## config.mk

```make
export PLATFORM = sky130hd
export DESIGN_NAME = execute_stage
export DESIGN_NICKNAME = d
export VERILOG_FILES = /design/src/verilog/execute_pkg.sv /design/src/verilog/int_alu.sv /design/src/verilog/div_step_counter.sv /design/src/verilog/serial_divider.sv /design/src/verilog/div_sequencer.sv /design/src/verilog/execute_stage.sv
export SDC_FILE = /design/constraint.sdc
export NUM_CORES = 2
export LEC_CHECK = 0
export ABC_AREA = 1
export BUFFER_PORTS_ARGS = -buffer_cell sky130_fd_sc_hd__buf_2
export CAP_MARGIN = 0
export CORE_ASPECT_RATIO = 0.75
export CORE_MARGIN = 2
export CORE_UTILIZATION = 37
export CTS_BUF_LIST = sky130_fd_sc_hd__clkbuf_16
export CTS_CLUSTER_DIAMETER = 200
export DETAILED_ROUTE_END_ITERATION = 12
export HOLD_SLACK_MARGIN = 0.12
export MAX_ROUTING_LAYER = met4
export PLACE_DENSITY = 0.66
export SLEW_MARGIN = 15
export SYNTH_ARGS = -nofsm -noshare
export SYNTH_HDL_FRONTEND = slang
export SYNTH_SLANG_ARGS = --single-unit
```

## constraint.sdc

```tcl
create_clock -name clock -period 9.8 [get_ports clock]
set_input_delay 1.96 -clock clock [delete_from_list [all_inputs] [get_ports clock]]
set_output_delay 1.96 -clock clock [all_outputs]
set_load 0.005 [all_outputs]
```

## src/verilog/execute_pkg.sv

```systemverilog
package execute_pkg;

  localparam int xlen = 32;
  localparam int reg_addr_w = 5;
  localparam int div_steps = 32;
  localparam int step_count_w = 6;

  typedef enum logic [3:0] {
    alu_add = 4'd0,
    alu_sub = 4'd1,
    alu_and = 4'd2,
    alu_or = 4'd3,
    alu_xor = 4'd4,
    alu_sll = 4'd5,
    alu_srl = 4'd6,
    alu_sra = 4'd7,
    alu_slt = 4'd8,
    alu_sltu = 4'd9,
    alu_pass_imm = 4'd10  // lui
  } alu_op_t;

  typedef enum logic [1:0] {
    op_div = 2'd0,
    op_divu = 2'd1,
    op_rem = 2'd2,
    op_remu = 2'd3
  } div_op_t;

  typedef enum logic [1:0] {
    seq_idle = 2'd0,
    seq_busy = 2'd1,
    seq_done = 2'd2
  } seq_state_t;

  typedef struct packed {
    logic valid;
    logic [reg_addr_w-1:0] rd;
    alu_op_t alu_op;
    logic use_imm;
    logic [xlen-1:0] imm;
    logic [xlen-1:0] rdata1;
    logic [xlen-1:0] rdata2;
  } basic_instr_t;

  typedef struct packed {
    logic valid;
    logic [reg_addr_w-1:0] rd;
    alu_op_t alu_op;
    logic use_imm;
    logic [xlen-1:0] imm;
    logic [xlen-1:0] rdata1;
    logic [xlen-1:0] rdata2;
    logic is_div;
    div_op_t div_op;
  } complex_instr_t;

  typedef struct packed {
    complex_instr_t instr0;
    basic_instr_t instr1;
    logic flush;
    logic hold;
  } execute_in_t;

  typedef struct packed {
    logic valid;
    logic [reg_addr_w-1:0] rd;
    logic [xlen-1:0] wdata;
  } lane_result_t;

  typedef struct packed {
    lane_result_t result0;
    lane_result_t result1;
    logic stall;
  } execute_out_t;

  typedef struct packed {
    logic [xlen-1:0] dividend;
    logic [xlen-1:0] divisor;
    div_op_t div_op;
  } div_in_t;

  localparam execute_out_t init_execute_out = '{
    result0: '{valid: 1'b0, rd: '0, wdata: '0},
    result1: '{valid: 1'b0, rd: '0, wdata: '0},
    stall: 1'b0
  };

endpackage

```

## src/verilog/int_alu.sv

```systemverilog
module int_alu (
  input logic [execute_pkg::xlen-1:0] rdata1,
  input logic [execute_pkg::xlen-1:0] rdata2,
  input logic [execute_pkg::xlen-1:0] imm,
  input logic use_imm,
  input execute_pkg::alu_op_t alu_op,
  output logic [execute_pkg::xlen-1:0] result
);

  logic [execute_pkg::xlen-1:0] op2;
  logic [$clog2(execute_pkg::xlen)-1:0] shamt;
  logic lt_signed;
  logic lt_unsigned;

  always_comb begin
    op2 = use_imm ? imm : rdata2;
    shamt = op2[$clog2(execute_pkg::xlen)-1:0];  // Only low bits count for shifts
    lt_signed = $signed(rdata1) < $signed(op2);
    lt_unsigned = rdata1 < op2;
    case (alu_op)
      execute_pkg::alu_add: result = rdata1 + op2;
      execute_pkg::alu_sub: result = rdata1 - op2;
      execute_pkg::alu_and: result = rdata1 & op2;
      execute_pkg::alu_or: result = rdata1 | op2;
      execute_pkg::alu_xor: result = rdata1 ^ op2;
      execute_pkg::alu_sll: result = rdata1 << shamt;
      execute_pkg::alu_srl: result = rdata1 >> shamt;
      execute_pkg::alu_sra: result = $unsigned($signed(rdata1) >>> shamt);
      execute_pkg::alu_slt: begin
        result = {{(execute_pkg::xlen-1){1'b0}}, lt_signed};
      end
      execute_pkg::alu_sltu: begin
        result = {{(execute_pkg::xlen-1){1'b0}}, lt_unsigned};
      end
      execute_pkg::alu_pass_imm: result = imm;
      default: result = '0;
    endcase
  end

endmodule

```

## src/verilog/div_step_counter.sv

```systemverilog
module div_step_counter (
  input logic clock,
  input logic reset,
  input logic start,
  input logic step,
  output logic last
);

  logic [execute_pkg::step_count_w-1:0] count;

  always_ff @(posedge clock) begin
    if (reset == 0) begin
      count <= '0;
    end else if (start) begin
      count <= execute_pkg::div_steps[execute_pkg::step_count_w-1:0];
    end else if (step && count != '0) begin
      count <= count - 1'b1;  // One per divider iteration
    end
  end

  // Final iteration is the one taken while count is one
  assign last = (count == 1);

endmodule

```

## src/verilog/serial_divider.sv

```systemverilog
module serial_divider (
  input logic clock,
  input logic reset,
  input execute_pkg::div_in_t div_in,
  input logic start,
  input logic step,
  output logic [execute_pkg::xlen-1:0] result
);

  execute_pkg::div_op_t op;
  logic neg_quo;
  logic neg_rem;
  logic by_zero;
  logic is_signed;
  logic neg_a;
  logic neg_b;
  logic [execute_pkg::xlen-1:0] dividend_mag;
  logic [execute_pkg::xlen-1:0] divisor_in_mag;
  logic [execute_pkg::xlen-1:0] divisor_mag;
  logic [execute_pkg::xlen-1:0] quo;
  logic [execute_pkg::xlen-1:0] rem;
  logic [execute_pkg::xlen:0] shifted;
  logic [execute_pkg::xlen:0] diff;
  logic [execute_pkg::xlen-1:0] quotient;
  logic [execute_pkg::xlen-1:0] remainder;

  always_comb begin
    is_signed = (div_in.div_op == execute_pkg::op_div) || (div_in.div_op == execute_pkg::op_rem);
    neg_a = is_signed & div_in.dividend[execute_pkg::xlen-1];
    neg_b = is_signed & div_in.divisor[execute_pkg::xlen-1];
    dividend_mag = neg_a ? -div_in.dividend : div_in.dividend;
    divisor_in_mag = neg_b ? -div_in.divisor : div_in.divisor;
  end

  // Partial remainder with the next dividend bit shifted in
  assign shifted = {rem, quo[execute_pkg::xlen-1]};
  assign diff = shifted - {1'b0, divisor_mag};

  always_ff @(posedge clock) begin
    if (reset == 0) begin
      op <= execute_pkg::op_divu;
      neg_quo <= 1'b0;
      neg_rem <= 1'b0;
      by_zero <= 1'b0;
    end else if (start) begin
      op <= div_in.div_op;
      neg_quo <= neg_a ^ neg_b;
      neg_rem <= neg_a;  // Remainder takes the dividend sign
      by_zero <= (div_in.divisor == '0);
    end
  end

  always_ff @(posedge clock) begin
    if (start) begin
      divisor_mag <= divisor_in_mag;
      quo <= dividend_mag;
      rem <= '0;
    end else if (step) begin
      if (diff[execute_pkg::xlen] == 1'b0) begin
        rem <= diff[execute_pkg::xlen-1:0];
        quo <= {quo[execute_pkg::xlen-2:0], 1'b1};
      end else begin
        rem <= shifted[execute_pkg::xlen-1:0];  // Restore
        quo <= {quo[execute_pkg::xlen-2:0], 1'b0};
      end
    end
  end

  // Overflow case falls out of the magnitude math, only divide by zero needs a fixup
  always_comb begin
    quotient = neg_quo ? -quo : quo;
    if (by_zero) begin
      quotient = '1;
    end
    remainder = neg_rem ? -rem : rem;
    if (op == execute_pkg::op_div || op == execute_pkg::op_divu) begin
      result = quotient;
    end else begin
      result = remainder;
    end
  end

endmodule

```

## src/verilog/div_sequencer.sv

```systemverilog
module div_sequencer (
  input logic clock,
  input logic reset,
  input logic request,
  input logic hold,
  input logic flush,
  input logic last,
  output logic start,
  output logic step,
  output logic stall,
  output execute_pkg::seq_state_t state
);

  execute_pkg::seq_state_t next_state;

  always_comb begin
    next_state = state;
    start = 1'b0;
    step = 1'b0;
    stall = 1'b0;
    case (state)
      execute_pkg::seq_idle: begin
        if (request) begin
          stall = 1'b1;  // Raised in the request cycle itself
          if (!hold) begin
            start = 1'b1;
            next_state = execute_pkg::seq_busy;
          end
        end
      end
      execute_pkg::seq_busy: begin
        stall = 1'b1;
        if (!hold) begin
          step = 1'b1;
          if (last) begin
            next_state = execute_pkg::seq_done;
          end
        end
      end
      execute_pkg::seq_done: begin
        if (!hold) begin
          next_state = execute_pkg::seq_idle;  // Result leaves through y this cycle
        end
      end
      default: next_state = execute_pkg::seq_idle;
    endcase
    if (flush) begin
      next_state = execute_pkg::seq_idle;  // Abort, wins over hold
      start = 1'b0;
      step = 1'b0;
      stall = 1'b0;
    end
  end

  always_ff @(posedge clock) begin
    if (reset == 0) begin
      state <= execute_pkg::seq_idle;
    end else begin
      state <= next_state;
    end
  end

endmodule

```

## src/verilog/execute_stage.sv

```systemverilog
module execute_stage (
  input logic clock,
  input logic reset,
  input execute_pkg::execute_in_t d,
  output execute_pkg::execute_out_t y,
  output execute_pkg::execute_out_t q
);

  logic [execute_pkg::xlen-1:0] alu0_result;
  logic [execute_pkg::xlen-1:0] alu1_result;
  logic [execute_pkg::xlen-1:0] div_result;
  execute_pkg::div_in_t div_in;
  logic div_request;
  logic div_start;
  logic div_step;
  logic div_stall;
  logic div_last;
  logic div_ready;
  execute_pkg::seq_state_t div_state;
  execute_pkg::execute_out_t r;

  int_alu u_alu0 (
    .rdata1(d.instr0.rdata1),
    .rdata2(d.instr0.rdata2),
    .imm(d.instr0.imm),
    .use_imm(d.instr0.use_imm),
    .alu_op(d.instr0.alu_op),
    .result(alu0_result)
  );

  int_alu u_alu1 (
    .rdata1(d.instr1.rdata1),
    .rdata2(d.instr1.rdata2),
    .imm(d.instr1.imm),
    .use_imm(d.instr1.use_imm),
    .alu_op(d.instr1.alu_op),
    .result(alu1_result)
  );

  assign div_in.dividend = d.instr0.rdata1;
  assign div_in.divisor = d.instr0.rdata2;
  assign div_in.div_op = d.instr0.div_op;
  assign div_request = d.instr0.valid & d.instr0.is_div;

  serial_divider u_serial_divider (
    .clock(clock),
    .reset(reset),
    .div_in(div_in),
    .start(div_start),
    .step(div_step),
    .result(div_result)
  );

  div_step_counter u_div_step_counter (
    .clock(clock),
    .reset(reset),
    .start(div_start),
    .step(div_step),
    .last(div_last)
  );

  div_sequencer u_div_sequencer (
    .clock(clock),
    .reset(reset),
    .request(div_request),
    .hold(d.hold),
    .flush(d.flush),
    .last(div_last),
    .start(div_start),
    .step(div_step),
    .stall(div_stall),
    .state(div_state)
  );

  assign div_ready = (div_state == execute_pkg::seq_done);

  always_comb begin
    y.result0.valid = d.instr0.valid & (~d.instr0.is_div | div_ready);
    y.result0.rd = d.instr0.rd;
    y.result0.wdata = d.instr0.is_div ? div_result : alu0_result;
    y.result1.valid = d.instr1.valid;
    y.result1.rd = d.instr1.rd;
    y.result1.wdata = alu1_result;
    y.stall = div_stall;
    if (div_stall || d.flush) begin
      y.result0.valid = 1'b0;  // Bubble both lanes
      y.result1.valid = 1'b0;
    end
  end

  always_ff @(posedge clock) begin
    if (reset == 0) begin
      r <= execute_pkg::init_execute_out;
    end else if (d.flush || !d.hold) begin
      r <= y;
    end
  end

  assign q = r;

endmodule

```

; ---- Yosys cells after proc, flatten, opt, wreduce, memory -nomap -nowiden
; Cells that the tools add are included.
[classes]
reduce_logical = 18
mux = 34
n_lt_le_gt_ge = 4
add_sub_neg = 10
shifts = 6
div = 0
n_eq_ne = 30
bitwise_logic = 14
n_mul = 0
[ops]
columns = cell, n
row1 = $pmux 32 s11, 2
row2 = $mux 32, 12
row3 = $lt 32x32->1, 4
row4 = $neg 32->32, 4
row5 = $add 32x32->32, 2
row6 = $and 32x32->32, 2
row7 = $or 32x32->32, 2
row8 = $shl 32x5->32, 2
row9 = $shr 32x5->32, 2
row10 = $sshr 32x5->32, 2
row11 = $sub 32x32->32, 2
row12 = $xor 32x32->32, 2
row13 = $sub 33x32->33, 1
row14 = $eq 4x3->1 const B, 8
row15 = $logic_not 32->1, 1
row16 = $eq 4x4->1 const B, 6
row17 = $eq 4x2->1 const B, 4
row18 = $mux 6, 2
row19 = $mux 1, 11
row20 = $mux 2, 5
row21 = $ne 2x2->1 const B, 5
row22 = $eq 4x1->1 const B, 2
row23 = $logic_not 4->1, 2
row24 = $eq 6x1->1 const B, 1
row25 = 17 further kinds, 30
[totals]
out_inout_bits = 154
inputBits = 221
mem_count = 0
mem_bits_rw = 0
latch_bits = 0
elab_cells = 133
romBits = 0
register_bits = 186

; ---- Longest topological paths before layout
[depth]
word_depth = 6
mapped_depth = 25
depth_no_buf = 22

; ---- Modules after synthesis
; A second synthesis with hierarchy kept.
[hier_totals]
cells_unflattened = 6484
area_unflattened_um2 = 35519.1
[by_module_without_submodules]
columns = module, area_each_um2, n_inst, cells_each
row1 = serial_divider, 10628.9, 1, 1738
row2 = int_alu (u_alu1), 10540.1, 1, 2165
row3 = int_alu (u_alu0), 10164.7, 1, 2049
row4 = execute_stage, 3681.0, 1, 462
row5 = div_step_counter, 367.9, 1, 51
row6 = div_sequencer, 136.4, 1, 19

; ---- Worst setup path before layout
; OpenSTA, ideal clock, no wires.
[synth_timing]
path_kind = input -> output
start = input d[98] (netlist bit)
end = output y[10] (netlist bit)
path_stages = 17
t_required_ns = 7.840
t_arrival_ns = 4.589
slack_ns = 3.251
path_cell_list = buf_6 > inv_4 > or2_2 > o21ai_1 > buf_2 > buf_1 > ha_1 > buf_2 > inv_1 > o21ai_0 > a21oi_1 > o21ai_0 > or2_2 > nand3_1 > nand4_1 > a21oi_1 > inv_1
[synth_lines]
columns = item, line
row1 = from (decl), execute_stage.sv:4  ; input execute_pkg::execute_in_t d,
row2 = to (decl), execute_stage.sv:5  ; output execute_pkg::execute_out_t y,

==> impl_results.md <==
- Status: finished, final reports clean
- CTS clock-pin slew for the worst setup and hold paths: 70 ps
- Distinct cells, synth: 58
- Endpoint class of the critical path: output pin
- FMAX: 111 MHz
- Worst Setup Start Kind: input port
- P_sw: 2.07 mW
- Hold path depth: 2
- Worst R2R Setup Slack: 5890 ps
- Port Buf Inserts: 374
- Largest net degree at the start of global routing: 86
- Starting DRT DRC Count: 8,769
- RSZ-0062 raised after global routing: false
- Num CTS Buffers: 17
- Leakage: 19.5 nW
- Reg power frac: 22.5%
- Worst-path fanout max: 51
- Cts repair resizes: 0
- Die area: 94,100 sq um
- P_int: 1.74 mW
- Drt pass-1 iters: 9
- Post-synth top area cell: nand2_1
- #FFs+latches synth: 185
- Worst Path Required: 7840 ps
- Clock power share: 20.2%
- Sequential fraction of the synthesis area: 12.8%
- Cell Area, Synth: 33,900 sq um
- Reg2reg end: u_serial_divider.quo[11]$_DFFE_PP_
- Max-slew violations: 0
- Synth async-reset ratio: 0%
- DP HPWL: 185,000 um
- P&R area growth vs syn: 9.81%
- Final setup viols: 0
- Core area: 91,200 sq um
- Vias in the first global route: 41,025
- Primary FF master, synth: dfxtp_1
- DR DRC count: 0
- Vias per inst: 6.12
- Filler Cell Count: 10,447
- Routed wl met3: 39,700 um
- Slew margin rel.: 21.4%
- Hold Startpoint: q[71]$_SDFFE_PN0P_
- Clock latency on the worst-skew pair: 500 ps
- CP Class: input port to output pin
- All-layer global routing usage: 46.8%
- Max incr delay on CP: 760 ps
- H-tree depth: 4
- Initial antenna violation count: 21
- Post-synth EDFFs: 64
- Wire length per cell: 29.1 um
- Cells after synthesis: 6,261
- Final wirelength: 224,000 um
- Tmin final: 8980 ps
- Setup tns final: 0 ps
- FF+latch area: 4340 sq um
- Comb pwr share: 57.3%
- Post-CTS Hold Fix Bufs: 0
- Reg2Reg Launch Point: u_div_sequencer.state[0]$_SDFFE_PP0P_
- CP delay by family, top: buffers and inverters
- Fin. Hold Viols: 0
- R2R cell count: 8
- Cell repeated most along the worst path: nand2_1
- Syn nets: 6,727
- Placed Instance Area: 36,600 sq um
- Routed wire length on met2: 81,700 um
- Die Wd: 354 um
- Cell count after placement: 7,651
- Worst Skew: 33.1 ps
- Slowest CP cell: buf_2
- Chip height: 266 um
- Mapped Avg Cell Area: 5.41 sq um
- IO Pins: 375
- Area of the multi-input gates: 25,200 sq um
- Post-CTS Setup Repair Bufs: 0
- Final #Nets: 6,911
- VDD IR max: 0.141 mV
- Hold crit path type: register to register
- First-pass GRT wire length: 308,000 um
- Global route total overflow: 0
- Sum of buffers and inverters on the critical path: 6
- Net Sw Frac: 54.4%
- Post-synth top cells: 1,768 x nand2_1, 900 x nand3_1, 814 x inv_1, 566 x nor2_1, 441 x o21ai_0
- Synth top area cells: nand2_1 20%, nand3_1 13%, inv_1 9.0%
- Finished layout cell area: 37,200 sq um
- CTS sink count: 185
- M1 wire length: 97,400 um
- Crit share post-route: 91.6%
- Hold Path Sink: q[71]$_SDFFE_PN0P_
- Fin Hold WS: 482 ps
- Top-area cell type share of the netlist area: 19.6%
- Cell with the most instances after synthesis: nand2_1
- Layout cell share with drive strength beyond 1: 9.10%
- Worst slew pin tran: 1170 ps
- Yosys Warn Count: 0
- Final std cells w/o fill: 7,697
- Max Cap Viol: 0
- Clock root cell: clkbuf_16
- Clk buf depth: 2
- Routed Antenna Nets: 0
- Via count: 47,123
- Crit path DAT: 7020 ps
- CTS tree: built
- Initial Utilization: 37.2%
- Worst path cell trace: buf_2, inv_4, nand2_2, nand2_2, ha_1, inv_1, fa_1, nand2_1, o21ai_2, inv_1, o21bai_1, nand2_1, nand2_1, nand2_1, nand2_1, nand2_1, nand3_1, nand3_1, nor2_1, inv_1, buf_2
- PwrDens: 102 nW/um^2
- Top routing layer in use: met4
- Num rows: 96
- Gpl congestion: 1.15
==> per-layer routing <==
metal,GRT usage (%),vias to the layer above
met3,21.9,296
met1,66.2,22364
met2,58.4,3523
li1,-,20940
met4,10.2,0
met5,-,-
==> worst register-to-register path, stage by stage (launching register included) <==
cell and delay (ps):
dfxtp_1 380, inv_1 90, nor2_1 170, inv_1 110, nor2_2 90, buf_4 390, clkinv_1 1060, nand2_1 850
buf_4 440
==> cell families (layout without fill, tap and decap cells) <==
kind of cell             count (synthesis)  after routing  synth area share, %
AND/OR/NAND/NOR                       3521           3521                 44.3
flip-flops                             185            185                 12.8
buffers and inverters                 1117           1314                 13.3
other                                    0             14                    0
adder cells (fa/ha/maj)                245            245                 9.15
AO/OA/AOI/OAI                         1099           1099                 18.0
XOR/XNOR                                94             94                 2.43
==> layout make-up <==
class | instances | share of cell area (%)
multi-input combinational | 4959 | 67.6
sequential | 185 | 11.7
inverter | 839 | 8.47
timing repair buffer | 443 | 6.42
tap | 1225 | 4.12
clock buffer | 17 | 1.14
clock inverter | 15 | 0.528
antenna | 14 | 0.0941
==> worst max-delay path by stage <==
stage,startpoint,to,slack (ps),depth (start not counted)
2_1_floorplan,d[98],y[10],3250,17
5_1_grt,d[98],y[1],740,21
3_3_place_gp,d[98],y[10],1420,15
4_1_cts,d[98],y[10],1320,15
3_5_place_dp,d[98],y[10],1320,15
6_report,d[98],y[1],820,21
==> state kept, by name (all words and copies together) (netlist names) <==
signal,count
u_serial_divider.divisor_mag,32
q,77
u_serial_divider.op,1
u_serial_divider.rem,32
u_div_sequencer.state,2
u_serial_divider.neg_quo,1
u_serial_divider.by_zero,1
u_serial_divider.neg_rem,1
u_serial_divider.quo,32
u_div_step_counter.count,6
==> cells in the final DEF (no fill, tap or decap), drive strengths merged, types with 27 or more instances in the layout <==
| cell type | synthesis | final |
|---|---|---|
| xor2 | 70 | 70 |
| or2 | 44 | 44 |
| ha | 240 | 240 |
| nand2 | 1777 | 1777 |
| nand4 | 97 | 97 |
| edfxtp | 64 | 64 |
| inv | 830 | 838 |
| nor3 | 86 | 86 |
| nand3 | 903 | 903 |
| o22ai | 52 | 52 |
| o211ai | 39 | 39 |
| nor2 | 575 | 575 |
| dfxtp | 121 | 121 |
| buf | 152 | 443 |
| o21ai | 534 | 534 |
| o21bai | 27 | 27 |
| a21oi | 348 | 348 |
==> power by group through the flow <==
| stage | registers (mW) | logic, mW | clock network, mW |
|---|---|---|---|
| 2_1_floorplan | 0.867 | 1.15 | 0 |
| 3_3_place_gp | 0.872 | 2.04 | 0 |
| 3_5_place_dp | 0.873 | 2.03 | 0 |
| 4_1_cts | 0.856 | 2.04 | 0.771 |
| 5_1_grt | 0.860 | 2.27 | 0.795 |
| 6_report | 0.857 | 2.18 | 0.770 |
==> metrics by stage <==
| stage | total power, mW | util (%) | worst slack [ps] |
|---|---|---|---|
| finish | 3.81 | 40.8 | 822 |
| global route | 3.92 | 40.8 | 736 |
| CTS | 3.66 | 40.8 | 1320 |
| detailed placement | 2.90 | 40.1 | 1320 |
| global placement | 2.91 | 40.1 | 1420 |
| floorplan | 2.01 | - | 3250 |
Note: power is estimated with default switching activity, not from simulation.
